==> src/sram_cfg.svh <==
//----------------------------------------------------------
// AXI SRAM configuration
//----------------------------------------------------------
`ifndef SRAM_CFG_SVH
`define SRAM_CFG_SVH

// byte address width
`define SRAM_ADDR_W 32

`define SRAM_DATA_W 64
`define SRAM_STRB_W 8

// 512 words of 64 bits for bytes 0 to 4095
`define SRAM_DEPTH 512
`define SRAM_IDX_W 9

`endif

==> src/axi_sram_pkg.sv <==
//----------------------------------------------------------
// AXI SRAM types
//----------------------------------------------------------
package axi_sram_pkg;

   // AXI burst encoding
   typedef enum logic [1:0] {
      BURST_FIXED = 2'b00,
      BURST_INCR  = 2'b01,
      BURST_WRAP  = 2'b10
   } burst_e;

   typedef enum logic [1:0] {
      RESP_OKAY   = 2'b00,
      RESP_SLVERR = 2'b10
   } resp_e;

   typedef enum logic [1:0] {
      RD_IDLE,
      RD_FETCH, // array read of beat 0
      RD_DATA
   } rd_state_e;

   typedef enum logic [1:0] {
      WR_IDLE,
      WR_DATA,
      WR_RESP
   } wr_state_e;

endpackage

==> src/burst_addr_gen.sv <==
//----------------------------------------------------------
// AXI burst address generator
//----------------------------------------------------------
`include "sram_cfg.svh"

module burst_addr_gen
   import axi_sram_pkg::*;
(
   input  logic                    clk,
   input  logic                    rst,
   input  logic                    load,
   input  logic                    step,
   input  logic [`SRAM_ADDR_W-1:0] base_addr,
   input  logic [7:0]              len,
   input  burst_e                  burst,
   output logic [`SRAM_IDX_W-1:0]  word_idx,
   output logic                    in_range
);
   localparam int OFS_W  = $clog2(`SRAM_STRB_W);
   localparam int WORD_W = `SRAM_ADDR_W - OFS_W;

   logic [WORD_W-1:0] cur_word;
   logic [WORD_W-1:0] next_word;
   logic [WORD_W-1:0] wrap_mask;
   logic [7:0]        len_q;
   burst_e            burst_q;

   assign wrap_mask = WORD_W'(len_q); // len + 1 is a power of two for WRAP

   always_comb begin
      case (burst_q)
         BURST_FIXED: next_word = cur_word;
         BURST_WRAP:  next_word = (cur_word & ~wrap_mask) | ((cur_word + 1'b1) & wrap_mask);
         default:     next_word = cur_word + 1'b1;
      endcase
   end

   always_ff @(posedge clk) begin
      if (rst) begin
         cur_word <= '0;
         len_q    <= '0;
         burst_q  <= BURST_INCR;
      end else if (load) begin
         cur_word <= base_addr[`SRAM_ADDR_W-1:OFS_W]; // byte offset dropped
         len_q    <= len;
         burst_q  <= burst;
      end else if (step) begin
         cur_word <= next_word;
      end
   end

   assign word_idx = cur_word[`SRAM_IDX_W-1:0];
   assign in_range = (cur_word < WORD_W'(`SRAM_DEPTH));

   a_wrap_len: assert property (@(posedge clk) disable iff (rst)
      (load && burst == BURST_WRAP) |-> (len inside {8'd1, 8'd3, 8'd7, 8'd15}))
      else $error("WRAP burst loaded with a length other than 2, 4, 8 or 16 beats");

endmodule

==> config.mk <==
export PLATFORM = sky130hd
export DESIGN_NAME = burst_addr_gen
export DESIGN_NICKNAME = d
export VERILOG_FILES = /design/src/axi_sram_pkg.sv /design/src/burst_addr_gen.sv
export VERILOG_INCLUDE_DIRS = /design/src
export SDC_FILE = /design/constraint.sdc
export NUM_CORES = 1
export LEC_CHECK = 0
export ABC_AREA = 1
export BUFFER_PORTS_ARGS = -buffer_cell sky130_fd_sc_hd__buf_4
export CAP_MARGIN = 25
export CELL_PAD_IN_SITES_DETAIL_PLACEMENT = 1
export CELL_PAD_IN_SITES_GLOBAL_PLACEMENT = 1
export CORE_MARGIN = 5
export CORE_UTILIZATION = 34
export DETAILED_ROUTE_END_ITERATION = 10
export GPL_ROUTABILITY_DRIVEN = 0
export PLACE_DENSITY_LB_ADDON = 0.15
export SLEW_MARGIN = 10
export SYNTH_ARGS = -nofsm -noshare
export SYNTH_HDL_FRONTEND = slang
export SYNTH_SLANG_ARGS = --single-unit
==> constraint.sdc <==
create_clock -name clk -period 1.2 [get_ports clk]
set_input_delay 0.12 -clock clk [delete_from_list [all_inputs] [get_ports clk]]
set_output_delay 0.12 -clock clk [all_outputs]
set_load 0.05 [all_outputs]
==> impl_metrics.yaml <==
floorplanning:
  initial_utilization_pct: 35.1
  coreArea_um2: 7770
  dieWidth_um: 99.6
  rows: 32
  die-area_um2: 9920
  die_h_um: 99.6
  ios: 56
route:
  first_iter_violations: 88
  drc: 0
  dr.pass1.iters: 4
  num_vias: 3275
  wire_per_inst_um: 16.0
  via_per_inst: 5.16
  wl_mm: 10.2
  antenna_left: 0
worst_hold_path:
  worstHoldStart: "burst[0]"
  hold_depth: 3
  hold_class: "input pin to register"
  min_to: "burst_q[0]"
sta:
  hold_violations: 0
  maxSlewHeadroom_pct: 83.0
  rsz0062_at_grt: "yes"
  fin_crit_sh_pct: 140
  maxSlewViolCount: 0
  max_freq_mhz: 597
  worstMarginPinSlew_ns: 0.252
  fin_crit_ns: 1.67
  fin_skew_ns: 0.0163
  setup_violations: 26
  fin_ws_ns: -0.475
place:
  io_buffers: 52
  place_area_um2: 3550
  dp_hpwl_mm: 7.17
critical_path:
  reg2reg_depth: 10
  cp_data_arrival_time_ns: 1.55
  cp-end-kind: "primary output"
  start_kind: "register"
  r2r_start: "cur_word[0]"
  cp.required_ns: 1.08
  r2r_slack_ns: -0.35
  critPathKind: "register to primary output"
  cp_max_fo: 2
  reg2reg_to: "cur_word[26]"
global_routing:
  antenna_found_initial: 0
  grt_pass1_vias: 3589
  grtUsageTotal_pct: 21.0
  grt_pass1_wl_mm: 16.9
  grt_max_degree: 38
  grt_overflow: 0
power_and_ir_drop:
  seq_power_share_pct: 42.3
  clkPwrFrac_pct: 25.9
  p_per_area_nw_per_um2: 891
  internal_power_mw: 2.36
  p_switching_mw: 1.32
  ir_drop_uv: 505
  fin_total_pwr_mw: 3.68
  p_comb_share_pct: 31.8
  switching_share_pct: 35.8
  leakage_nw: 1.81
yosys:
  syn-instance-count: 435
  ys_dominant_reg_cell: "dfxtp_1"
  syn_area_per_cell_um2: 6.27
  ys_warn_count: 0
  ys_async_sr_fraction_pct: 0
  synth_edf_count: 0
  seq_area_frac_synth_pct: 28.6
  synth_area_leaders: "dfxtp_1 (29%), nand2_1 (12%), a21oi_1 (9.2%), o21ai_0 (7.9%), nor2_1 (7.7%)"
  synth_area_leader_cell: "dfxtp_1"
  yosysUniqueCellTypes: 31
  synth_area_um2: 2730
  synth_common_cells: "nand2_1 (87), nor2_1 (56), a21oi_1 (50), o21ai_0 (43), inv_1 (40)"
  post-synth-top-count-cell: "nand2_1"
  ys_ff_latch: 39
  synth_top_area_share_pct: 28.6
  syn-num-nets: 482
clock_network:
  clkLatencyLatePin_ns: 0.31
  cts-root-buf: "clkbuf_8"
  cts.sinks: 39
  cts_tree: "done"
  htree_levels: 2
  clk_path_buf_depth: 2
  clk_pin_slew_ns: 0.10
  cts_buffers: 5
run:
  drv_cap: 0
layout:
  num-fill-cells: 1033
  syn_to_final_growth_pct: 51.3
  regArea_um2: 820
  diodes: 0
  fin_nets: 579
  multi_input_area_um2: 1970
  final_area_um2: 4130
  layout-drive-gt1-share_pct: 44.7
outcome:
  failed_checks: "setup timing"
  status: "finished, violations left"
[kinds of logic after synthesis]
family	synth area share, %
adder cells (fa/ha/maj)	0.458
flip-flops	28.6
XOR/XNOR	1.28
AND/OR/NAND/NOR	37.8
AO/OA/AOI/OAI	20.9
buffers and inverters	11.0
[cell usage in the layout, fill, tap and decap left out, types with 2 or more instances in the layout]
| master | Yosys | routed |
|---|---|---|
| inv_1 | 40 | 38 |
| inv_2 | 4 | 3 |
| nand3_1 | 31 | 19 |
| buf_4 | 10 | 93 |
| inv_4 | 0 | 3 |
| or2_2 | 4 | 3 |
| nand2_1 | 87 | 79 |
| a21oi_1 | 50 | 39 |
| nand4_1 | 2 | 2 |
| o21ai_2 | 0 | 3 |
| xor2_1 | 3 | 2 |
| nor2_4 | 7 | 16 |
| nand3_2 | 2 | 12 |
| dfxtp_1 | 39 | 18 |
| o211a_1 | 2 | 2 |
| buf_12 | 0 | 2 |
| clkbuf_8 | 0 | 5 |
| buf_8 | 0 | 2 |
| nand3_4 | 0 | 2 |
| nand2_4 | 2 | 8 |
| dfxtp_4 | 0 | 5 |
| o21ai_1 | 2 | 7 |
| o211ai_1 | 3 | 3 |
| nor2_2 | 7 | 8 |
| buf_6 | 0 | 15 |
| nor2_1 | 56 | 46 |
| dfxtp_2 | 0 | 16 |
| a21oi_2 | 5 | 16 |
| o21ai_0 | 43 | 34 |
| nand2_2 | 13 | 15 |
| nor4_4 | 0 | 2 |
[through the flow]
step	hold slack [ns]	instances	setup TNS, ns	worst slack, ns	util [%]
6_report	0.0241	635	-5.78	-0.475	53.1
3_3_place_gp	0.327	616	-2.80	-0.231	45.7
2_1_floorplan	0.182	435	-0.272	-0.0574	-
5_1_grt	0.0551	635	-8.05	-0.545	53.1
3_5_place_dp	0.326	616	-3.87	-0.228	45.7
4_1_cts	0.0168	630	-4.75	-0.466	49.7
[metal layers]
| metal | global-route usage, % | share of wire (%) |
|---|---|---|
| met2 | 39.3 | 54 |
| met1 | 23.2 | 40 |
| met5 | 0 | 0 |
| met4 | 8.61 | 2.9 |
| met3 | 3.44 | 3.4 |
[timing repair]
action,CTS,global route
buffers inserted,5,5
hold buffers,1,0
endpoints found under the setup margin,29,34
pin swaps,18,34
endpoints found under the hold margin,2,0
gates resized for setup,57,65
[worst max-delay path, cell delays in order (launching register included)]
cell and delay [ns]:
dfxtp_2 0.34, nor4_4 0.27, buf_4 0.15, nand4_1 0.17, nor2_4 0.17, buf_8 0.15
[how the worst max path moves through the flow]
| stage | start | to | slack (ns) |
|---|---|---|---|
| global placement | cur_word[13] | in_range | -0.23 |
| detailed placement | register | cur_word[24] | -0.23 |
| CTS | cur_word[28] | in_range | -0.47 |
| floorplan | cur_word[0] | cur_word[16] | -0.06 |
| global route | cur_word[27] | in_range | -0.54 |
| finish | cur_word[27] | in_range | -0.47 |
[area by class of cell]
class                           instances  area share (%)
Clock buffer                            6            1.76
Multi-Input combinational cell        329            47.8
Inverter                               44            4.18
Sequential cell                        39            19.9
Clock inverter                          2           0.333
Tap cell                              102            3.09
Timing Repair Buffer                  113            22.9
[power by group through the flow]
stage	clock network [mW]	logic (mW)	registers [mW]
after detailed placement	0	1.02	1.55
after CTS	0.988	1.09	1.53
final	0.953	1.17	1.56
after global routing	1.03	1.27	1.58
after global placement	0	0.991	1.55
after floorplan	0	0.584	1.54
(Power assumes the default switching activity.)
