File: src/sram_cfg.svh
//----------------------------------------------------------
// AXI SRAM configuration
//----------------------------------------------------------
`ifndef SRAM_CFG_SVH
`define SRAM_CFG_SVH

// byte address width
`define SRAM_ADDR_W 32

`define SRAM_DATA_W 64
`define SRAM_STRB_W 8

// 512 words of 64 bits for bytes 0 to 4095
`define SRAM_DEPTH 512
`define SRAM_IDX_W 9

`endif

File: src/axi_sram_pkg.sv
//----------------------------------------------------------
// AXI SRAM types
//----------------------------------------------------------
package axi_sram_pkg;

   // AXI burst encoding
   typedef enum logic [1:0] {
      BURST_FIXED = 2'b00,
      BURST_INCR  = 2'b01,
      BURST_WRAP  = 2'b10
   } burst_e;

   typedef enum logic [1:0] {
      RESP_OKAY   = 2'b00,
      RESP_SLVERR = 2'b10
   } resp_e;

   typedef enum logic [1:0] {
      RD_IDLE,
      RD_FETCH, // array read of beat 0
      RD_DATA
   } rd_state_e;

   typedef enum logic [1:0] {
      WR_IDLE,
      WR_DATA,
      WR_RESP
   } wr_state_e;

endpackage

File: src/axi_sram_ctrl.sv
//----------------------------------------------------------
// AXI SRAM channel control
//----------------------------------------------------------
`include "sram_cfg.svh"

module axi_sram_ctrl
   import axi_sram_pkg::*;
(
   input  logic                    clk,
   input  logic                    rst,
   // AR / R
   input  logic [`SRAM_ADDR_W-1:0] araddr,
   input  logic [7:0]              arlen,
   input  burst_e                  arburst,
   input  logic                    arvalid,
   output logic                    arready,
   output logic [`SRAM_DATA_W-1:0] rdata,
   output resp_e                   rresp,
   output logic                    rlast,
   output logic                    rvalid,
   input  logic                    rready,
   // AW / W / B
   input  logic [`SRAM_ADDR_W-1:0] awaddr,
   input  logic [7:0]              awlen,
   input  burst_e                  awburst,
   input  logic                    awvalid,
   output logic                    awready,
   input  logic                    wlast,
   input  logic                    wvalid,
   output logic                    wready,
   output resp_e                   bresp,
   output logic                    bvalid,
   input  logic                    bready,
   // read address generator
   output logic                    rd_load,
   output logic                    rd_step,
   output logic [`SRAM_ADDR_W-1:0] rd_base_addr,
   output logic [7:0]              rd_len,
   output burst_e                  rd_burst,
   input  logic                    rd_in_range,
   // write address generator
   output logic                    wr_load,
   output logic                    wr_step,
   output logic [`SRAM_ADDR_W-1:0] wr_base_addr,
   output logic [7:0]              wr_len,
   output burst_e                  wr_burst,
   input  logic                    wr_in_range,
   // array
   output logic                    mem_re,
   output logic                    mem_we,
   input  logic [`SRAM_DATA_W-1:0] mem_rdata
);
   rd_state_e  rd_state;
   wr_state_e  wr_state;
   logic [7:0] rd_len_q;
   logic [7:0] rd_cnt;
   logic       rd_range_q; // range flag of the word now in the array register
   logic [7:0] wr_len_q;
   logic [7:0] wr_cnt;
   logic       wr_err;     // sticky over the burst
   logic       ar_hs;
   logic       r_hs;
   logic       aw_hs;
   logic       w_hs;
   logic       b_hs;

   // read channel
   assign arready = (rd_state == RD_IDLE);
   assign ar_hs   = arvalid && arready;
   assign rvalid  = (rd_state == RD_DATA);
   assign r_hs    = rvalid && rready;
   assign rlast   = rvalid && (rd_cnt == rd_len_q);
   assign rresp   = rd_range_q ? RESP_OKAY : RESP_SLVERR;
   assign rdata   = rd_range_q ? mem_rdata : '0;

   assign rd_base_addr = araddr;
   assign rd_len       = arlen;
   assign rd_burst     = arburst;
   assign rd_load      = ar_hs;

   // generator runs one beat ahead of the R channel
   assign mem_re  = (rd_state == RD_FETCH) || (r_hs && !rlast);
   assign rd_step = mem_re;

   always_ff @(posedge clk) begin
      if (rst) begin
         rd_state <= RD_IDLE;
      end else begin
         case (rd_state)
            RD_IDLE:  if (ar_hs) rd_state <= RD_FETCH;
            RD_FETCH: rd_state <= RD_DATA;
            RD_DATA:  if (r_hs && rlast) rd_state <= RD_IDLE;
            default:  rd_state <= RD_IDLE;
         endcase
      end
   end

   always_ff @(posedge clk) begin
      if (ar_hs) begin
         rd_len_q <= arlen;
         rd_cnt   <= '0;
      end else if (r_hs) begin
         rd_cnt <= rd_cnt + 8'd1;
      end
      if (mem_re) begin
         rd_range_q <= rd_in_range;
      end
   end

   // write channel
   assign awready = (wr_state == WR_IDLE);
   assign aw_hs   = awvalid && awready;
   assign wready  = (wr_state == WR_DATA);
   assign w_hs    = wvalid && wready;
   assign bvalid  = (wr_state == WR_RESP);
   assign b_hs    = bvalid && bready;
   assign bresp   = wr_err ? RESP_SLVERR : RESP_OKAY;

   assign wr_base_addr = awaddr;
   assign wr_len       = awlen;
   assign wr_burst     = awburst;
   assign wr_load      = aw_hs;
   assign wr_step      = w_hs;
   assign mem_we       = w_hs && wr_in_range; // out of range beats dropped

   always_ff @(posedge clk) begin
      if (rst) begin
         wr_state <= WR_IDLE;
         wr_err   <= 1'b0;
      end else begin
         case (wr_state)
            WR_IDLE: begin
               if (aw_hs) begin
                  wr_state <= WR_DATA;
                  wr_err   <= 1'b0;
               end
            end
            WR_DATA: begin
               if (w_hs && !wr_in_range) wr_err <= 1'b1;
               if (w_hs && wlast) wr_state <= WR_RESP;
            end
            WR_RESP: if (b_hs) wr_state <= WR_IDLE;
            default: wr_state <= WR_IDLE;
         endcase
      end
   end

   always_ff @(posedge clk) begin
      if (aw_hs) begin
         wr_len_q <= awlen;
         wr_cnt   <= '0;
      end else if (w_hs) begin
         wr_cnt <= wr_cnt + 8'd1;
      end
   end

   a_wlast_len: assert property (@(posedge clk) disable iff (rst)
      w_hs |-> (wlast == (wr_cnt == wr_len_q)))
      else $error("wlast does not match the stored burst length");

   a_rvalid_hold: assert property (@(posedge clk) disable iff (rst)
      (rvalid && !rready) |=>
         (rvalid && $stable(rdata) && $stable(rresp) && $stable(rlast)))
      else $error("R beat dropped or changed before it was taken");

endmodule

File: config.mk
export PLATFORM = sky130hd
export DESIGN_NAME = axi_sram_ctrl
export DESIGN_NICKNAME = d
export VERILOG_FILES = /design/src/axi_sram_pkg.sv /design/src/axi_sram_ctrl.sv
export VERILOG_INCLUDE_DIRS = /design/src
export SDC_FILE = /design/constraint.sdc
export NUM_CORES = 1
export LEC_CHECK = 0
export ABC_AREA = 1
export BUFFER_PORTS_ARGS = -buffer_cell sky130_fd_sc_hd__buf_2
export CAP_MARGIN = 40
export CORE_AREA = 2 2 127 129
export CTS_BUF_LIST = sky130_fd_sc_hd__clkbuf_2
export CTS_CLUSTER_SIZE = 24
export DETAILED_ROUTE_END_ITERATION = 10
export DIE_AREA = 0 0 129 131
export GPL_TIMING_DRIVEN = 1
export HOLD_SLACK_MARGIN = 0.02
export PLACE_DENSITY = 0.53
export SETUP_SLACK_MARGIN = 0.2
export SYNTH_ARGS = -nofsm -noshare
export SYNTH_HDL_FRONTEND = slang
export SYNTH_SLANG_ARGS = --single-unit
File: constraint.sdc
create_clock -name clk -period 1.3 [get_ports clk]
set_input_delay 0 -clock clk [delete_from_list [all_inputs] [get_ports clk]]
set_output_delay 0 -clock clk [all_outputs]
set_load 0.02 [all_outputs]
==> summary.md, run 1 <==
| Metric | Value |
|---|---|
| Post-Syn Area | between 2000 and 2500 um^2 |
| Final setup fails | 75 |
| N_diodes | 0 |
| Wire per inst | approximately 16 um |
| Ys Warns | 0 |
| Flop2flop setup slack | -0.25 ns |
| First-pass GRT wire length | around 14000 um |
| Routed wire length | roughly 12000 um |
| Leak | slightly below 3 nW |
| Failing checks | negative setup slack |
| PortBufs | 167 |
| CTS Buffer Depth | 2 |
| Initial antenna violation count | 0 |
| IO Pins | between 300 and 400 |
| Layout cells sized above 1 | 0.702 |
| Period utilization | 1.22 |
| Yosys cell types | 27 |
| Register area share after synthesis | 0.240 |
| Total global routing overflow | 0 |
| DRC viols | 0 |
| HP Start | rready |
| Final Hold Vio Count | 0 |
| Worst Hold Path EP | rd_cnt[0] |
| Clk_skew | between 0.03 and 0.04 ns |
| Pwr dens | about 600 nW/um^2 |
| Area delta synth->final | 143% |
| Worst vdd ir | 0.000493 V |
| Clock transition at path regs | 0.26 ns |
| Synth Area in Adders | 0.00565 |
| Width of the die | ~130 um |
| Overall routing resource usage | 0.112 |
| Worst setup margin | -0.292 ns |
| Placed cell count | approximately 650 |
| Max Clock Freq | between 0.6 and 0.7 GHz |
| Starting density of the core | 0.142 |
| Maxcap violations | 0 |
| Worst Setup Path Type | flop to output port |
| Final Wtd Congestion | 0.723 |
| Area of the die | between 15000 and 20000 um^2 |
| Period minus WS final | roughly 1.6 ns |
| Hold Crit Depth | 4 |
| Fillcell total | approximately 1500 |
| WP data arrival | 1.59 ns |
| Syn Inst Count | around 350 |
| Clock latency at the later pin of the worst-skew pair | ~0.36 ns |
| CTS H-Tree Depth | 1 |
| RSZ-0062 raised after global routing | yes |
| Register-to-Register Path Depth | 10 |
| DRT Pass-1 Iters | 4 |
| Largest family of logic cells by synthesized area | buffers and inverters |
| Synth Area in Compound Gates | 0.0367 |
| Worst endpoint required time | about 1.3 ns |
| Number of CTS-inserted buffers | 3 |
| Final cell count without fillers | slightly below 800 |
| Placement Setup Slack | -0.0141 ns |
| Mean area per synthesized cell | approximately 6.3 um^2 |
| CTS root buffer | clkbuf_2 |
| Crit Path Max Fanout | 3 |
| Reg-to-reg critical path startpoint | rd_len_q[3] |
| Vias/cell | between 3 and 4 |
| Core area | between 15000 and 20000 um^2 |
| R2r endpoint | rd_state[1] |
| Largest net degree at the start of global routing | 14 |
| Number of synthesized register bits | 22 |
| Type of the most critical hold path | primary input to flop |
| Vias in the first global route | between 2000 and 3000 |
| TritonCTS clock tree | yes |
| DRT iter0 DRCs | 57 |
| XOR/XNOR Fraction of Synth Area | 0.0119 |
| Die Ht | between 100 and 150 um |
| Num rows | between 40 and 50 |
| Status | finished with violations |
| Synth Area in Simple Gates | 0.243 |
| Vias | ~2900 |
| CTS Sinks | 22 |
| Startpoint Class | flop |
| Max Slew Vio Count | 0 |
| Final #Nets | 727 |
| Final ANT Viol Nets | 0 |
| Post-synthesis mux area share | 0 |
| Critical Path End Type | output port |
| DP HPWL | between 6000 and 7000 um |
-- area by class of cell --
class | count | area [um^2] | area share
flip-flops and latches | 22 | 552 | 0.103
repair buffers | 305 | 2870 | 0.532
inverters | 89 | 353 | 0.0656
multi-input cells | 147 | 1300 | 0.241
clock buffers | 3 | 15.0 | 0.00279
clock inverters | 1 | 30.0 | 0.00558
well taps | 216 | 270 | 0.0502
-- critical path, stage by stage (launching register included) --
cell and delay [ns]:
edfxtp_1 0.44, inv_1 0.06, nand2_1 0.04, nand2_1 0.05
nand3_1 0.07, nor2_2 0.17, nand3_2 0.10, inv_2 0.09
o21ai_4 0.07, buf_6 0.14
-- stage by stage --
| step | area [um^2] | TNS (ns) | total power, mW | utilization | hold WS (ns) |
|---|---|---|---|---|---|
| 2_1_floorplan | 2260 | -0.0444 | 1.59 | - | 0.0617 |
| 3_3_place_gp | 2760 | 0 | 1.57 | 0.177 | 0.000137 |
| 3_5_place_dp | 2760 | -0.0141 | 1.57 | 0.177 | 0.000137 |
| 4_1_cts | 4730 | -14.66 | 2.94 | 0.303 | 0.0316 |
| 5_1_grt | 5380 | -20.14 | 3.33 | 0.345 | 0.0646 |
| 6_report | 5380 | -13.86 | 3.20 | 0.345 | 0.0563 |
-- synth_stat cells --
cell type / n / share of area
o21bai_1: 1 / 0.0034
nor2_4: 2 / 0.010
edfxtp_1: 9 / 0.12
clkbuf_1: 3 / 0.0051
o21ai_2: 1 / 0.0040
nor3_1: 2 / 0.0045
nand2_4: 1 / 0.0051
buf_4: 88 / 0.30
nand3_2: 2 / 0.0090
nor2_2: 1 / 0.0028
nor3b_1: 1 / 0.0034
dfxtp_1: 13 / 0.12
inv_1: 83 / 0.14
nor2_1: 11 / 0.019
clkinv_2: 1 / 0.0023
nand2_2: 1 / 0.0028
xnor2_1: 3 / 0.012
inv_2: 5 / 0.0085
ha_1: 1 / 0.0057
nor3_4: 1 / 0.0074
nand3_1: 4 / 0.0090
buf_1: 4 / 0.0068
conb_1: 1 / 0.0017
a21oi_1: 9 / 0.020
nand2_1: 100 / 0.17
o21ai_1: 3 / 0.0068
o21ai_0: 1 / 0.0023
-- worst max path at each step --
stage,slack (ns),depth (start not counted),start,endpoint
after detailed placement,-0.01,8,rd_cnt[0],rd_cnt[6]
after global routing,-0.42,7,rd_len_q[3],rd_step
final,-0.29,9,rd_len_q[4],rd_step
after global placement,0.03,8,rd_cnt[0],rd_cnt[6]
after floorplan,-0.03,9,rd_state[1],rd_cnt[6]
after CTS,-0.31,9,rd_len_q[7],rd_step
-- layout by cell type, fill, tap and decap left out, types with 6 or more instances in the layout --
| cell | n |
|---|---|
| buf_6 | 88 |
| a21oi_1 | 7 |
| nor2_4 | 7 |
| dlygate4sd3_1 | 92 |
| buf_16 | 8 |
| dfxtp_2 | 8 |
| buf_4 | 19 |
| nand2_4 | 65 |
| edfxtp_1 | 9 |
| buf_2 | 91 |
| buf_12 | 6 |
| inv_2 | 69 |
| nand2_1 | 32 |
| inv_1 | 14 |
-- kinds of logic (layout without fill, tap and decap cells) --
family,Yosys count,after routing
simple gates,126,126
other cells,1,2
buf+inv,184,398
xor+xnor,3,3
fa+ha+maj,1,1
flops,22,22
compound gates,15,15
-- state kept, by name, indices dropped and copies added (netlist names) --
register	count
wr_state	2
wr_err	1
rd_state	2
rd_cnt	8
rd_range_q	1
rd_len_q	8
-- report_power, final --
part           switching, mW  leakage (nW)  total (mW)  internal (mW)
registers             0.0260         0.197       0.782          0.756
clock network          0.242        0.0266       0.506          0.265
logic                   1.00          2.68        1.91          0.910
-- timing repair --
| item | 4_1_cts | 5_1_grt |
|---|---|---|
| setup buffers | 26 | 2 |
| endpoints found under the setup margin | 92 | 95 |
| hold buffers | 92 | 0 |
| hold endpoints to repair | 92 | 0 |
| cloned | 8 | 0 |
| pin swaps | 21 | 43 |
| resized for setup | 203 | 213 |
-- per-layer routing --
metal  global-route usage  vias up  wire length (um)
met2                0.222      141              6660
met5                    0        -                 0
li1                     -     1349                 -
met3               0.0183       15               788
met1                0.131     1347              4570
met4               0.0109        0               195
Power figures use the tool's default switching activity.
==> inputs of run 2 (changes only) <==
BUFFER_PORTS_ARGS = default   (was -buffer_cell sky130_fd_sc_hd__buf_2)
CORE_AREA = 2 2 123 125   (was 2 2 127 129)
DIE_AREA = 0 0 125 127   (was 0 0 129 131)
DONT_BUFFER_PORTS = 1   (was default)
PLACE_DENSITY = default   (was 0.53)
RECOVER_POWER = 50   (was default)
==> run 2 against run 1 <==
The run still ends with negative setup slack left. Setup slack better by 0.058 ns. Cell area is 20% lower. Cell count is 24% lower. Largest power group unchanged.
==> summary.md, run 2 (synthesis results as in run 1) <==
| Metric | Value |
|---|---|
| Status | finished with violations |
| Failing checks | negative setup slack |
| Overall routing resource usage | 0.113 |
| Clk_skew | between 0.015 and 0.02 ns |
| Initial antenna violation count | 0 |
| Vias | around 2200 |
| DRT Pass-1 Iters | 4 |
| Commonest non-fill, non-tap cells in the layout | dlygate4sd3_1, inv_4, nand2_4 |
| Wire per inst | around 17 um |
| TritonCTS clock tree | yes |
| CTS H-Tree Depth | 1 |
| CTS root buffer | clkbuf_2 |
| Fillcell total | around 1500 |
| Period utilization | 1.18 |
| Type of the most critical hold path | primary input to output port |
| Reg-to-reg critical path startpoint | rd_len_q[1] |
| Number of CTS-inserted buffers | 3 |
| Critical Path End Type | output port |
| Width of the die | 125 um |
| Area delta synth->final | 95.3% |
| Worst vdd ir | ~0.0006 V |
| Leading cell type in the layout, fill and taps excluded | dlygate4sd3_1 |
| Total global routing overflow | 0 |
| Vias in the first global route | 2229 |
| Crit Path Max Fanout | 2 |
| CTS Sinks | 22 |
| Final instance area | 4320 um^2 |
| Die Ht | around 130 um |
| IO Pins | 322 |
| RSZ-0062 raised after global routing | yes |
| Placed instance area | a little under 2000 um^2 |
| Routed wire length | a little over 10000 um |
| Placed cell count | ~460 |
| Worst Setup Path Type | flop to output port |
| Largest net degree at the start of global routing | 14 |
| Startpoint Class | flop |
| R2r endpoint | rd_range_q |
| Max Slew Vio Count | 0 |
| Hold Crit Depth | 2 |
| Largest registers | rd_cnt: 8 flops, rd_len_q: 8 flops |
| N_diodes | 0 |
| Register-to-Register Path Depth | 7 |
| Final cell count without fillers | around 590 |
| Pwr Total | approximately 2.8 mW |
| PortBufs | 0 |
| Max Clock Freq | around 0.65 GHz |
| Worst Hold Path EP | rdata[17] |
| Worst endpoint required time | between 1 and 1.5 ns |
| DRC viols | 0 |
| Num rows | 44 |
| Maxcap violations | 0 |
| TNS Setup | -4.29 ns |
| Core area | around 14000 um^2 |
| Flop2flop setup slack | -0.10 ns |
| DP HPWL | 5270 um |
| Final setup fails | 73 |
| Clock transition at path regs | around 0.22 ns |
| Worst setup margin | -0.234 ns |
| HP Start | mem_rdata[17] |
| Final Wtd Congestion | roughly 0.80 |
| Period minus WS final | between 1.5 and 2 ns |
| Pwr dens | 651 nW/um^2 |
| Final #Nets | 570 |
| WP data arrival | 1.53 ns |
| Final ANT Viol Nets | 0 |
| Hold WS | 0.0921 ns |
| Starting density of the core | 0.153 |
| Leak | ~2.1 nW |
| Area of the die | 15900 um^2 |
| Layout cells sized above 1 | 0.588 |
| Vias/cell | ~3.7 |
| Clock latency at the later pin of the worst-skew pair | ~0.34 ns |
| DRT iter0 DRCs | 43 |
| First-pass GRT wire length | roughly 14000 um |
| Final Hold Vio Count | 0 |
| CTS Buffer Depth | 2 |
run 2: cell types whose count changed in the layout (fill, tap and decap cells not counted), sizes merged:
cell	change
clkinvlp	+1
buf	-159
dlygate4sd3	+1
inv	-1
clkbuf	+1
run 2: critical path, stage by stage (launching register included):
cell and delay [ns]:
edfxtp_1 0.47, xnor2_2 0.15, nand2_1 0.08, nor2_2 0.04, nand3_1 0.08, inv_2 0.05, o21ai_4 0.16, buf_8 0.17
run 2: timing repair:
item | CTS | global route
pin swaps | 19 | 15
resized for setup | 288 | 58
endpoints found under the hold margin | 106 | 0
setup buffers | 22 | 7
cloned | 8 | 1
hold buffers | 93 | 0
setup endpoints to repair | 92 | 99
run 2: where the power goes:
| group | internal (mW) | switching (mW) |
|---|---|---|
| clock network | 0.265 | 0.228 |
| logic | 0.653 | 0.890 |
| registers | 0.756 | 0.0239 |
run 2: worst max path at each step:
stage | cells past startpoint | startpoint | slack, ns | to
floorplan | 9 | rd_state[1] | -0.03 | rd_cnt[6]
CTS | 9 | rd_len_q[7] | -0.27 | rd_step
global placement | 8 | rd_cnt[0] | 0.02 | rd_cnt[6]
finish | 7 | rd_len_q[1] | -0.23 | rd_step
detailed placement | 8 | rd_cnt[0] | -0.03 | rd_cnt[6]
global route | 9 | rd_len_q[2] | -0.40 | rd_step
run 2: per-stage QoR:
step / setup WS (ns) / util
floorplan: -0.0263 / -
global placement: 0.0197 / 0.135
detailed placement: -0.0271 / 0.135
CTS: -0.268 / 0.278
global route: -0.401 / 0.300
finish: -0.234 / 0.300
run 2: cell type report:
type	count	area (um^2)	area share
repair buffers	148	1650	0.383
multi-input cells	147	1330	0.308
flip-flops and latches	22	551	0.127
inverters	89	510	0.118
well taps	184	230	0.0533
clock inverters	1	30.0	0.00695
clock buffers	3	15.0	0.00347
run 2: routing by layer:
layer / share of wire / track usage / up-vias
met5: 0 / 0 / -
met4: 0.015 / 0.0320 / 0
met3: 0.084 / 0.0310 / 12
met2: 0.56 / 0.210 / 139
met1: 0.34 / 0.127 / 1016
li1: - / - / 1027
